### src/adc_emu_pkg.sv
package adc_emu_pkg;

	// Converter datapath widths
	localparam int unsigned ADC_IN_W  = 18;
	localparam int unsigned ADC_RAW_W = 14;
	localparam int unsigned ADC_OUT_W = 16;

	// The sum register has one bit of headroom over the input stream
	localparam int unsigned SUM_W     = ADC_IN_W + 1;

	// The sum keeps its upper bits, one more than the saturated code
	localparam int unsigned TRUNC_W   = ADC_RAW_W + 1;

	// Random bits per cycle, and the widths needed to count and difference them
	localparam int unsigned RND_W     = 13;
	localparam int unsigned CNT_W     = 4;
	localparam int unsigned NOISE_W   = CNT_W + 1;

	// Noise term is scaled by this shift before it joins the sum
	localparam int unsigned NOISE_SHIFT = 3;

	// Control register widths
	localparam int unsigned OFFSET_W  = 10;
	localparam int unsigned STRIDE_W  = 8;

	// APB bus widths
	localparam int unsigned APB_AW    = 4;
	localparam int unsigned APB_DW    = 32;

	// Bit positions inside REG_CTRL
	localparam int unsigned CTRL_NOISE_BIT  = 0;
	localparam int unsigned CTRL_RESEED_BIT = 1;

	// Values loaded by reset
	localparam logic [APB_DW-1:0]   SEED_RESET   = 32'h2545_f491;
	localparam logic [STRIDE_W-1:0] STRIDE_RESET = '0;

	// Register address map
	typedef enum logic [APB_AW-1:0] {
		REG_CTRL   = 4'h0,
		REG_OFFSET = 4'h4,
		REG_STRIDE = 4'h8,
		REG_SEED   = 4'hc
	} reg_addr_e;

endpackage

### src/reg_delay.sv
`timescale 1ns/1ps

module reg_delay #(
	parameter int dw  = 14,
	parameter int len = 1
) (
	input  logic          clk,
	input  logic          rst_n,
	input  logic          gate,
	input  logic [dw-1:0] din,
	output logic [dw-1:0] dout
);

	// One register per delay step, stage 0 takes the input
	logic [dw-1:0] stage [len];

	always_ff @(posedge clk) begin
		if (!rst_n) begin
			for (int i = 0; i < len; i++) begin
				stage[i] <= '0;
			end
		end else if (gate) begin
			// The whole chain advances together, or not at all
			stage[0] <= din;
			for (int i = 1; i < len; i++) begin
				stage[i] <= stage[i-1];
			end
		end
	end

	assign dout = stage[len-1];

endmodule

### src/adc_emu_ctrl.sv
`timescale 1ns/1ps

module adc_emu_ctrl
	import adc_emu_pkg::*;
(
	input  logic                       clk,
	input  logic                       rst_n,
	input  logic                       psel,
	input  logic                       penable,
	input  logic                       pwrite,
	input  logic [APB_AW-1:0]          paddr,
	input  logic [APB_DW-1:0]          pwdata,
	output logic [APB_DW-1:0]          prdata,
	output logic                       pready,
	output logic                       noise_en,
	output logic                       seed_load,
	output logic [APB_DW-1:0]          seed,
	output logic signed [OFFSET_W-1:0] offset,
	output logic                       strobe
);

	logic [STRIDE_W-1:0] stride;
	logic [STRIDE_W-1:0] stride_cnt;
	logic                wr_en;
	logic                stride_wr;
	reg_addr_e           addr;

	// The slave never stalls, so each transfer is one setup plus one access cycle
	assign pready = 1'b1;

	// Addresses outside the map decode to no enum member and hit the default arm
	assign addr = reg_addr_e'(paddr);

	// A write commits on the edge that closes its access phase
	assign wr_en = psel & penable & pwrite;

	assign stride_wr = wr_en && (addr == REG_STRIDE);

	// Register file and the seed load pulse
	always_ff @(posedge clk) begin
		if (!rst_n) begin
			noise_en  <= 1'b0;
			offset    <= '0;
			stride    <= STRIDE_RESET;
			seed      <= SEED_RESET;
			seed_load <= 1'b0;
		end else begin
			// The pulse lasts one cycle unless another load command arrives
			seed_load <= 1'b0;
			if (wr_en) begin
				case (addr)
					REG_CTRL: begin
						noise_en  <= pwdata[CTRL_NOISE_BIT];
						// Reseed reuses whatever seed is already held
						seed_load <= pwdata[CTRL_RESEED_BIT];
					end
					REG_OFFSET: begin
						offset <= $signed(pwdata[OFFSET_W-1:0]);
					end
					REG_STRIDE: begin
						stride <= pwdata[STRIDE_W-1:0];
					end
					REG_SEED: begin
						seed      <= pwdata;
						seed_load <= 1'b1;
					end
					default: begin
					end
				endcase
			end
		end
	end

	// Strobe generator, high for one cycle out of every stride+1
	// After reset the strobe stays low for one cycle and then follows stride 0
	always_ff @(posedge clk) begin
		if (!rst_n) begin
			stride_cnt <= '0;
			strobe     <= 1'b0;
		end else if (stride_wr) begin
			// A new stride restarts the period from the beginning
			stride_cnt <= '0;
			strobe     <= 1'b0;
		end else if (stride_cnt >= stride) begin
			// Compare with >= so a smaller stride cannot leave the counter stranded
			stride_cnt <= '0;
			strobe     <= 1'b1;
		end else begin
			stride_cnt <= stride_cnt + 1'b1;
			strobe     <= 1'b0;
		end
	end

	// Read data is driven during the access phase straight from the registers
	// The reseed bit is a command and always reads back as zero
	always_comb begin
		prdata = '0;
		if (psel && !pwrite) begin
			case (addr)
				REG_CTRL: begin
					prdata[CTRL_NOISE_BIT] = noise_en;
				end
				REG_OFFSET: begin
					prdata[OFFSET_W-1:0] = offset;
				end
				REG_STRIDE: begin
					prdata[STRIDE_W-1:0] = stride;
				end
				REG_SEED: begin
					prdata = seed;
				end
				default: begin
					prdata = '0;
				end
			endcase
		end
	end

endmodule

### src/noise_prng.sv
`timescale 1ns/1ps

module noise_prng
	import adc_emu_pkg::*;
(
	input  logic              clk,
	input  logic              rst_n,
	input  logic              noise_en,
	input  logic              seed_load,
	input  logic [APB_DW-1:0] seed,
	output logic [RND_W-1:0]  rnd
);

	logic [APB_DW-1:0] state;
	logic [APB_DW-1:0] step_a;
	logic [APB_DW-1:0] step_b;
	logic [APB_DW-1:0] next_state;
	logic [APB_DW-1:0] seed_safe;

	// Classic 32-bit xorshift with shifts of 13, 17 and 5
	always_comb begin
		step_a     = state ^ (state << 13);
		step_b     = step_a ^ (step_a >> 17);
		next_state = step_b ^ (step_b << 5);
	end

	// An all-zero state is a fixed point of xorshift, so it is never loaded
	assign seed_safe = (seed == '0) ? SEED_RESET : seed;

	// The generator steps every cycle, whether or not noise is enabled
	always_ff @(posedge clk) begin
		if (!rst_n) begin
			state <= SEED_RESET;
		end else if (seed_load) begin
			state <= seed_safe;
		end else begin
			state <= next_state;
		end
	end

	// With noise disabled the output looks like a stalled generator
	// All-zero bits give equal counts on successive cycles, so the noise term is zero
	assign rnd = noise_en ? state[RND_W-1:0] : '0;

endmodule

### src/adc_em.sv
`timescale 1ns/1ps

module adc_em
	import adc_emu_pkg::*;
#(
	parameter int del = 1
) (
	input  logic                        clk,
	input  logic                        rst_n,
	input  logic                        strobe,
	input  logic signed [ADC_IN_W-1:0]  in,
	input  logic        [RND_W-1:0]     rnd,
	input  logic signed [OFFSET_W-1:0]  offset,
	output logic signed [ADC_OUT_W-1:0] adc
);

	logic        [CNT_W-1:0]     ones;
	logic        [CNT_W-1:0]     ones_q;
	logic        [CNT_W-1:0]     ones_d;
	logic signed [NOISE_W-1:0]   awgn;
	logic signed [SUM_W-1:0]     sum;
	logic signed [TRUNC_W-1:0]   sum_trunc;
	logic signed [ADC_RAW_W-1:0] sat_next;
	logic signed [ADC_RAW_W-1:0] sat;
	logic        [ADC_RAW_W-1:0] dval;

	// Population count of the random bits, binomial around half of RND_W
	always_comb begin
		ones = '0;
		for (int i = 0; i < RND_W; i++) begin
			ones = ones + CNT_W'(rnd[i]);
		end
	end

	// Two successive counts are differenced, which removes the mean and gives
	// a roughly Gaussian term spanning plus and minus RND_W codes
	always_ff @(posedge clk) begin
		if (!rst_n) begin
			ones_q <= '0;
			ones_d <= '0;
			awgn   <= '0;
		end else begin
			ones_q <= ones;
			ones_d <= ones_q;
			awgn   <= $signed({1'b0, ones_q}) - $signed({1'b0, ones_d});
		end
	end

	// Input, scaled noise and offset meet in one signed adder
	// The noise is shifted up so that its spread lands near one output code rms
	always_ff @(posedge clk) begin
		if (!rst_n) begin
			sum <= '0;
		end else begin
			sum <= in + (awgn <<< NOISE_SHIFT) + offset;
		end
	end

	// Dropping the low four bits is a floor division by 16
	assign sum_trunc = sum[SUM_W-1 -: TRUNC_W];

	// Saturate when the two top bits disagree, keeping the sign of the sum
	always_comb begin
		if (sum_trunc[TRUNC_W-1] != sum_trunc[TRUNC_W-2]) begin
			sat_next = {sum_trunc[TRUNC_W-1], {(ADC_RAW_W-1){~sum_trunc[TRUNC_W-1]}}};
		end else begin
			sat_next = sum_trunc[ADC_RAW_W-1:0];
		end
	end

	always_ff @(posedge clk) begin
		if (!rst_n) begin
			sat <= '0;
		end else begin
			sat <= sat_next;
		end
	end

	// The delay line only moves on strobe, so the stride sets the sample rate
	reg_delay #(
		.dw  (ADC_RAW_W),
		.len (del)
	) u_delay (
		.clk   (clk),
		.rst_n (rst_n),
		.gate  (strobe),
		.din   (sat),
		.dout  (dval)
	);

	// The code is left-justified in the wider output word
	assign adc = {dval, {(ADC_OUT_W-ADC_RAW_W){1'b0}}};

endmodule

### src/adc_emu_top.sv
`timescale 1ns/1ps

module adc_emu_top
	import adc_emu_pkg::*;
(
	input  logic                        clk,
	input  logic                        rst_n,
	input  logic                        psel,
	input  logic                        penable,
	input  logic                        pwrite,
	input  logic        [APB_AW-1:0]    paddr,
	input  logic        [APB_DW-1:0]    pwdata,
	output logic        [APB_DW-1:0]    prdata,
	output logic                        pready,
	input  logic signed [ADC_IN_W-1:0]  in,
	output logic signed [ADC_OUT_W-1:0] adc,
	output logic                        sample_valid
);

	logic                       noise_en;
	logic                       seed_load;
	logic [APB_DW-1:0]          seed;
	logic signed [OFFSET_W-1:0] offset;
	logic                       strobe;
	logic [RND_W-1:0]           rnd;

	// Register block on the APB port, also the source of the sample strobe
	adc_emu_ctrl u_ctrl (
		.clk       (clk),
		.rst_n     (rst_n),
		.psel      (psel),
		.penable   (penable),
		.pwrite    (pwrite),
		.paddr     (paddr),
		.pwdata    (pwdata),
		.prdata    (prdata),
		.pready    (pready),
		.noise_en  (noise_en),
		.seed_load (seed_load),
		.seed      (seed),
		.offset    (offset),
		.strobe    (strobe)
	);

	noise_prng u_prng (
		.clk       (clk),
		.rst_n     (rst_n),
		.noise_en  (noise_en),
		.seed_load (seed_load),
		.seed      (seed),
		.rnd       (rnd)
	);

	// Converter core with a single-stage delay line
	adc_em #(
		.del (1)
	) u_adc (
		.clk    (clk),
		.rst_n  (rst_n),
		.strobe (strobe),
		.in     (in),
		.rnd    (rnd),
		.offset (offset),
		.adc    (adc)
	);

	// Consumers sample adc whenever the delay line has taken a new value
	assign sample_valid = strobe;

endmodule

### config.mk
export PLATFORM = sky130hd
export DESIGN_NAME = adc_emu_top
export DESIGN_NICKNAME = d
export VERILOG_FILES = /design/src/adc_emu_pkg.sv /design/src/reg_delay.sv /design/src/adc_emu_ctrl.sv /design/src/noise_prng.sv /design/src/adc_em.sv /design/src/adc_emu_top.sv
export SDC_FILE = /design/constraint.sdc
export NUM_CORES = 1
export LEC_CHECK = 0
export BUFFER_PORTS_ARGS = -buffer_cell sky130_fd_sc_hd__buf_4
export CORE_MARGIN = 3
export CORE_UTILIZATION = 45
export DETAILED_ROUTE_END_ITERATION = 12
export RECOVER_POWER = 50
export SETUP_SLACK_MARGIN = 0.05
export SYNTH_ARGS = -nofsm -noshare
export SYNTH_HDL_FRONTEND = slang
export SYNTH_SLANG_ARGS = --single-unit
### constraint.sdc
create_clock -name clk -period 10.08 [get_ports clk]
set_clock_uncertainty 0.1 [all_clocks]
set_input_delay 2.016 -clock clk [delete_from_list [all_inputs] [get_ports clk]]
set_output_delay 2.016 -clock clk [all_outputs]
set_load 0.01 [all_outputs]
==> results.py <==
metrics = {
    "hold_path": {
        "whs_path_depth": 2,
        "hold_end": "u_adc.sat[1]",
        "hp-start": "u_adc.sum[5]",
        "hp-class": "reg2reg",
    },
    "placement": {
        "io_buffers": 105,
        "place_hpwl_um": 14500,
        "place.gp.congestion": 0.885,
        "place_inst": 1164,
        "placed_cell_area_um2": 8830,
    },
    "layout": {
        "instances_no_fill": 1196,
        "stdcell_area_um2": 9380,
        "final_common_cell": "dfxtp_1",
        "area_growth_pct": 18.0,
        "antenna_cells": 0,
        "drive_gt1_share_pct": 14.8,
        "fillCellCount": 1592,
        "nNetsFinal": 1085,
        "layout_common_cells": "dfxtp_1 (135), nand2_1 (131), buf_4 (92)",
    },
    "setup_path": {
        "slowest_delay_ps": 830,
        "end_kind": "output pin",
        "crit_top_cell": "buf_4",
        "rr_startpoint": "u_ctrl.noise_en",
        "slowest_stage": "nor2_1",
        "reg2reg_depth": 13,
        "timing.rr.end": "u_adc.ones_q[2]",
        "cp.required_ps": 7960,
        "start_kind": "input port",
        "crit_type": "in2out",
        "cp_cell_sequence": "buf_4, nor2_2, nand3b_2, nor2_1, and2_1, buf_4",
        "cp-startpoint": "paddr[1]",
        "crit_arrival_ps": 3720,
        "regToRegSetupSlack_ps": 5820,
        "crit_path_max_fanout": 22,
    },
    "global_route": {
        "grt_max_degree": 57,
        "grt_util_all_layers_pct": 20.8,
        "grt_overflow": 0,
        "grt_pass1_wl_um": 32300,
        "grt_pass1_vias": 5958,
        "antenna_found_initial": 0,
    },
    "clock_network": {
        "post_cts_resized": 0,
        "cts_setup_buffers": 0,
        "clkSinkCount": 149,
        "cts_buffers": 17,
        "holdBufCountCts": 0,
        "cts_tree": "yes",
        "clockBufferDepth": 2,
        "clk_latency_ps": 430,
        "clkTransAtPathRegs_ps": 60,
        "cts-htree-levels": 4,
        "cts-root-buf": "clkbuf_16",
    },
    "timing": {
        "slew_viol_final": 105,
        "worst_slew_pin_slew_ps": 2420,
        "rsz0062_at_grt": "no",
        "maxSlewHeadroom_pct": -61.3,
        "timing.fmax_mhz": 171,
        "layout_min_cycle_time_ps": 5830,
        "fin_crit_sh_pct": 57.9,
        "finalSetupViolations": 0,
        "tns_ps": 0,
        "whs_ps": 350,
        "hold_viol_final": 0,
    },
    "outcome": {
        "violations": "capacitance limit, slew limit",
        "status": "finished with violations",
    },
    "power": {
        "seq_power_share_pct": 35.5,
        "total_power_mw": 2.05,
        "p_int_mw": 1.37,
        "pwr-share-clk_pct": 32.0,
        "switching_share_pct": 32.9,
        "comb_power_share_pct": 32.5,
        "ir_worst_vdd_mv": 0.125,
        "power_density_nw_per_um2": 219,
        "power_leakage_nw": 3.92,
        "p_sw_mw": 0.674,
    },
    "logic_synthesis": {
        "yosys_warnings": 0,
        "async_flop_share_pct": 0,
        "syn_area_per_cell_um2": 9.01,
        "synth_cells": 882,
        "synth_area_um2": 7950,
        "synth_cell_types": 58,
        "synth_edf_count": 14,
        "synth-seq-cells": 149,
        "synth_flop_cell": "dfxtp_1",
        "yosysSeqAreaShare_pct": 39.3,
    },
    "detailed_routing": {
        "first_pass_iters": 5,
        "antenna_left": 0,
        "drt_wl_total_um": 19600,
        "drt_iter0_drc": 340,
        "route.detailed.drc": 0,
        "post_drt_wl_per_cell_um": 16.4,
        "vias": 6228,
        "vias_per_cell": 5.21,
    },
    "job": {
        "cap_violations": 2,
    },
    "floorplan": {
        "fp.dieH_um": 139,
        "start_util_pct": 46.9,
        "design.core.area_um2": 16900,
        "row_count": 47,
        "die_x_um": 139,
        "num_io_pins": 109,
        "die_area_um2": 19300,
    },
}
-- layer usage --
layer  GRT usage, %  wire [um]
met5              0          0
met2           30.1       8330
met4           4.58        129
met1           32.0      10200
met3           3.86        934
-- synthesized netlist by cell type, types with 12 or more instances --
cell type  number  area share [%]
dfxtp_1       135              34
nand2_1       131             6.2
nor2_1         73             3.4
a21oi_1        64             4.0
xnor2_1        43             4.7
ha_1           40             6.3
inv_1          36             1.7
and2_1         35             2.8
mux2i_1        34             4.3
xor2_1         31             3.4
clkbuf_1       24             1.1
fa_1           23             5.8
nand3_1        22             1.4
o21ai_0        17             1.1
and3_1         16             1.3
edfxtp_1       14             5.3
o22ai_1        13             1.0
buf_2          12            0.76
nand2b_1       12            0.94
-- worst max-delay path, delay by kind of cell --
family	cells	cell delay, ps
buffers and inverters	2	230
AND/OR/NAND/NOR	4	1460
-- flip-flops by register name (all words and copies together), names as in the netlist, 8 cells and up --
register	flops
u_ctrl.offset	10
u_adc.u_delay.stage	14
u_ctrl.seed	32
u_adc.sat	14
u_ctrl.stride_cnt	8
u_adc.sum	15
u_ctrl.stride	8
u_prng.state	32
-- area by class of cell --
type / count / area, um^2 / area share (%)
Tap cell: 220 / 275 / 2.94
Multi-Input combinational cell: 650 / 4480 / 47.8
Clock buffer: 17 / 425 / 4.54
Sequential cell: 149 / 3120 / 33.3
Inverter: 36 / 135 / 1.44
Timing Repair Buffer: 109 / 754 / 8.05
Clock inverter: 15 / 183 / 1.95
-- worst max-delay path by stage --
stage	slack, ps	cells after the start	to
finish	4250	6	prdata[20]
global route	3980	6	prdata[27]
CTS	4230	6	prdata[20]
detailed placement	4240	6	prdata[24]
global placement	4270	6	prdata[19]
floorplan	5000	5	prdata[11]
-- power groups by stage --
| stage | clock (mW) | sequential (mW) | combinational (mW) |
|---|---|---|---|
| floorplan | 0 | 0.727 | 0.548 |
| global placement | 0 | 0.739 | 0.654 |
| detailed placement | 0 | 0.741 | 0.661 |
| CTS | 0.665 | 0.728 | 0.670 |
| global route | 0.690 | 0.736 | 0.742 |
| finish | 0.655 | 0.728 | 0.666 |
-- cells by family after synthesis --
kind of cell	after synthesis	synth area share, %
adders and majority gates	63	12.1
AOI/OAI and AO/OA	141	11.1
muxes	35	4.57
xor gates and xnor gates	77	8.77
buffers and inverters	84	4.49
DFF	149	39.3
and+or+nand+nor	331	19.6
other	2	0.0945
-- metrics by stage --
step	utilization, %	worst slack, ps
3_5_place_dp	52.1	4240
2_1_floorplan	-	5000
5_1_grt	55.4	3980
4_1_cts	55.7	4230
6_report	55.4	4250
3_3_place_gp	52.1	4270
No activity file was read; power rests on OpenSTA's default activity.
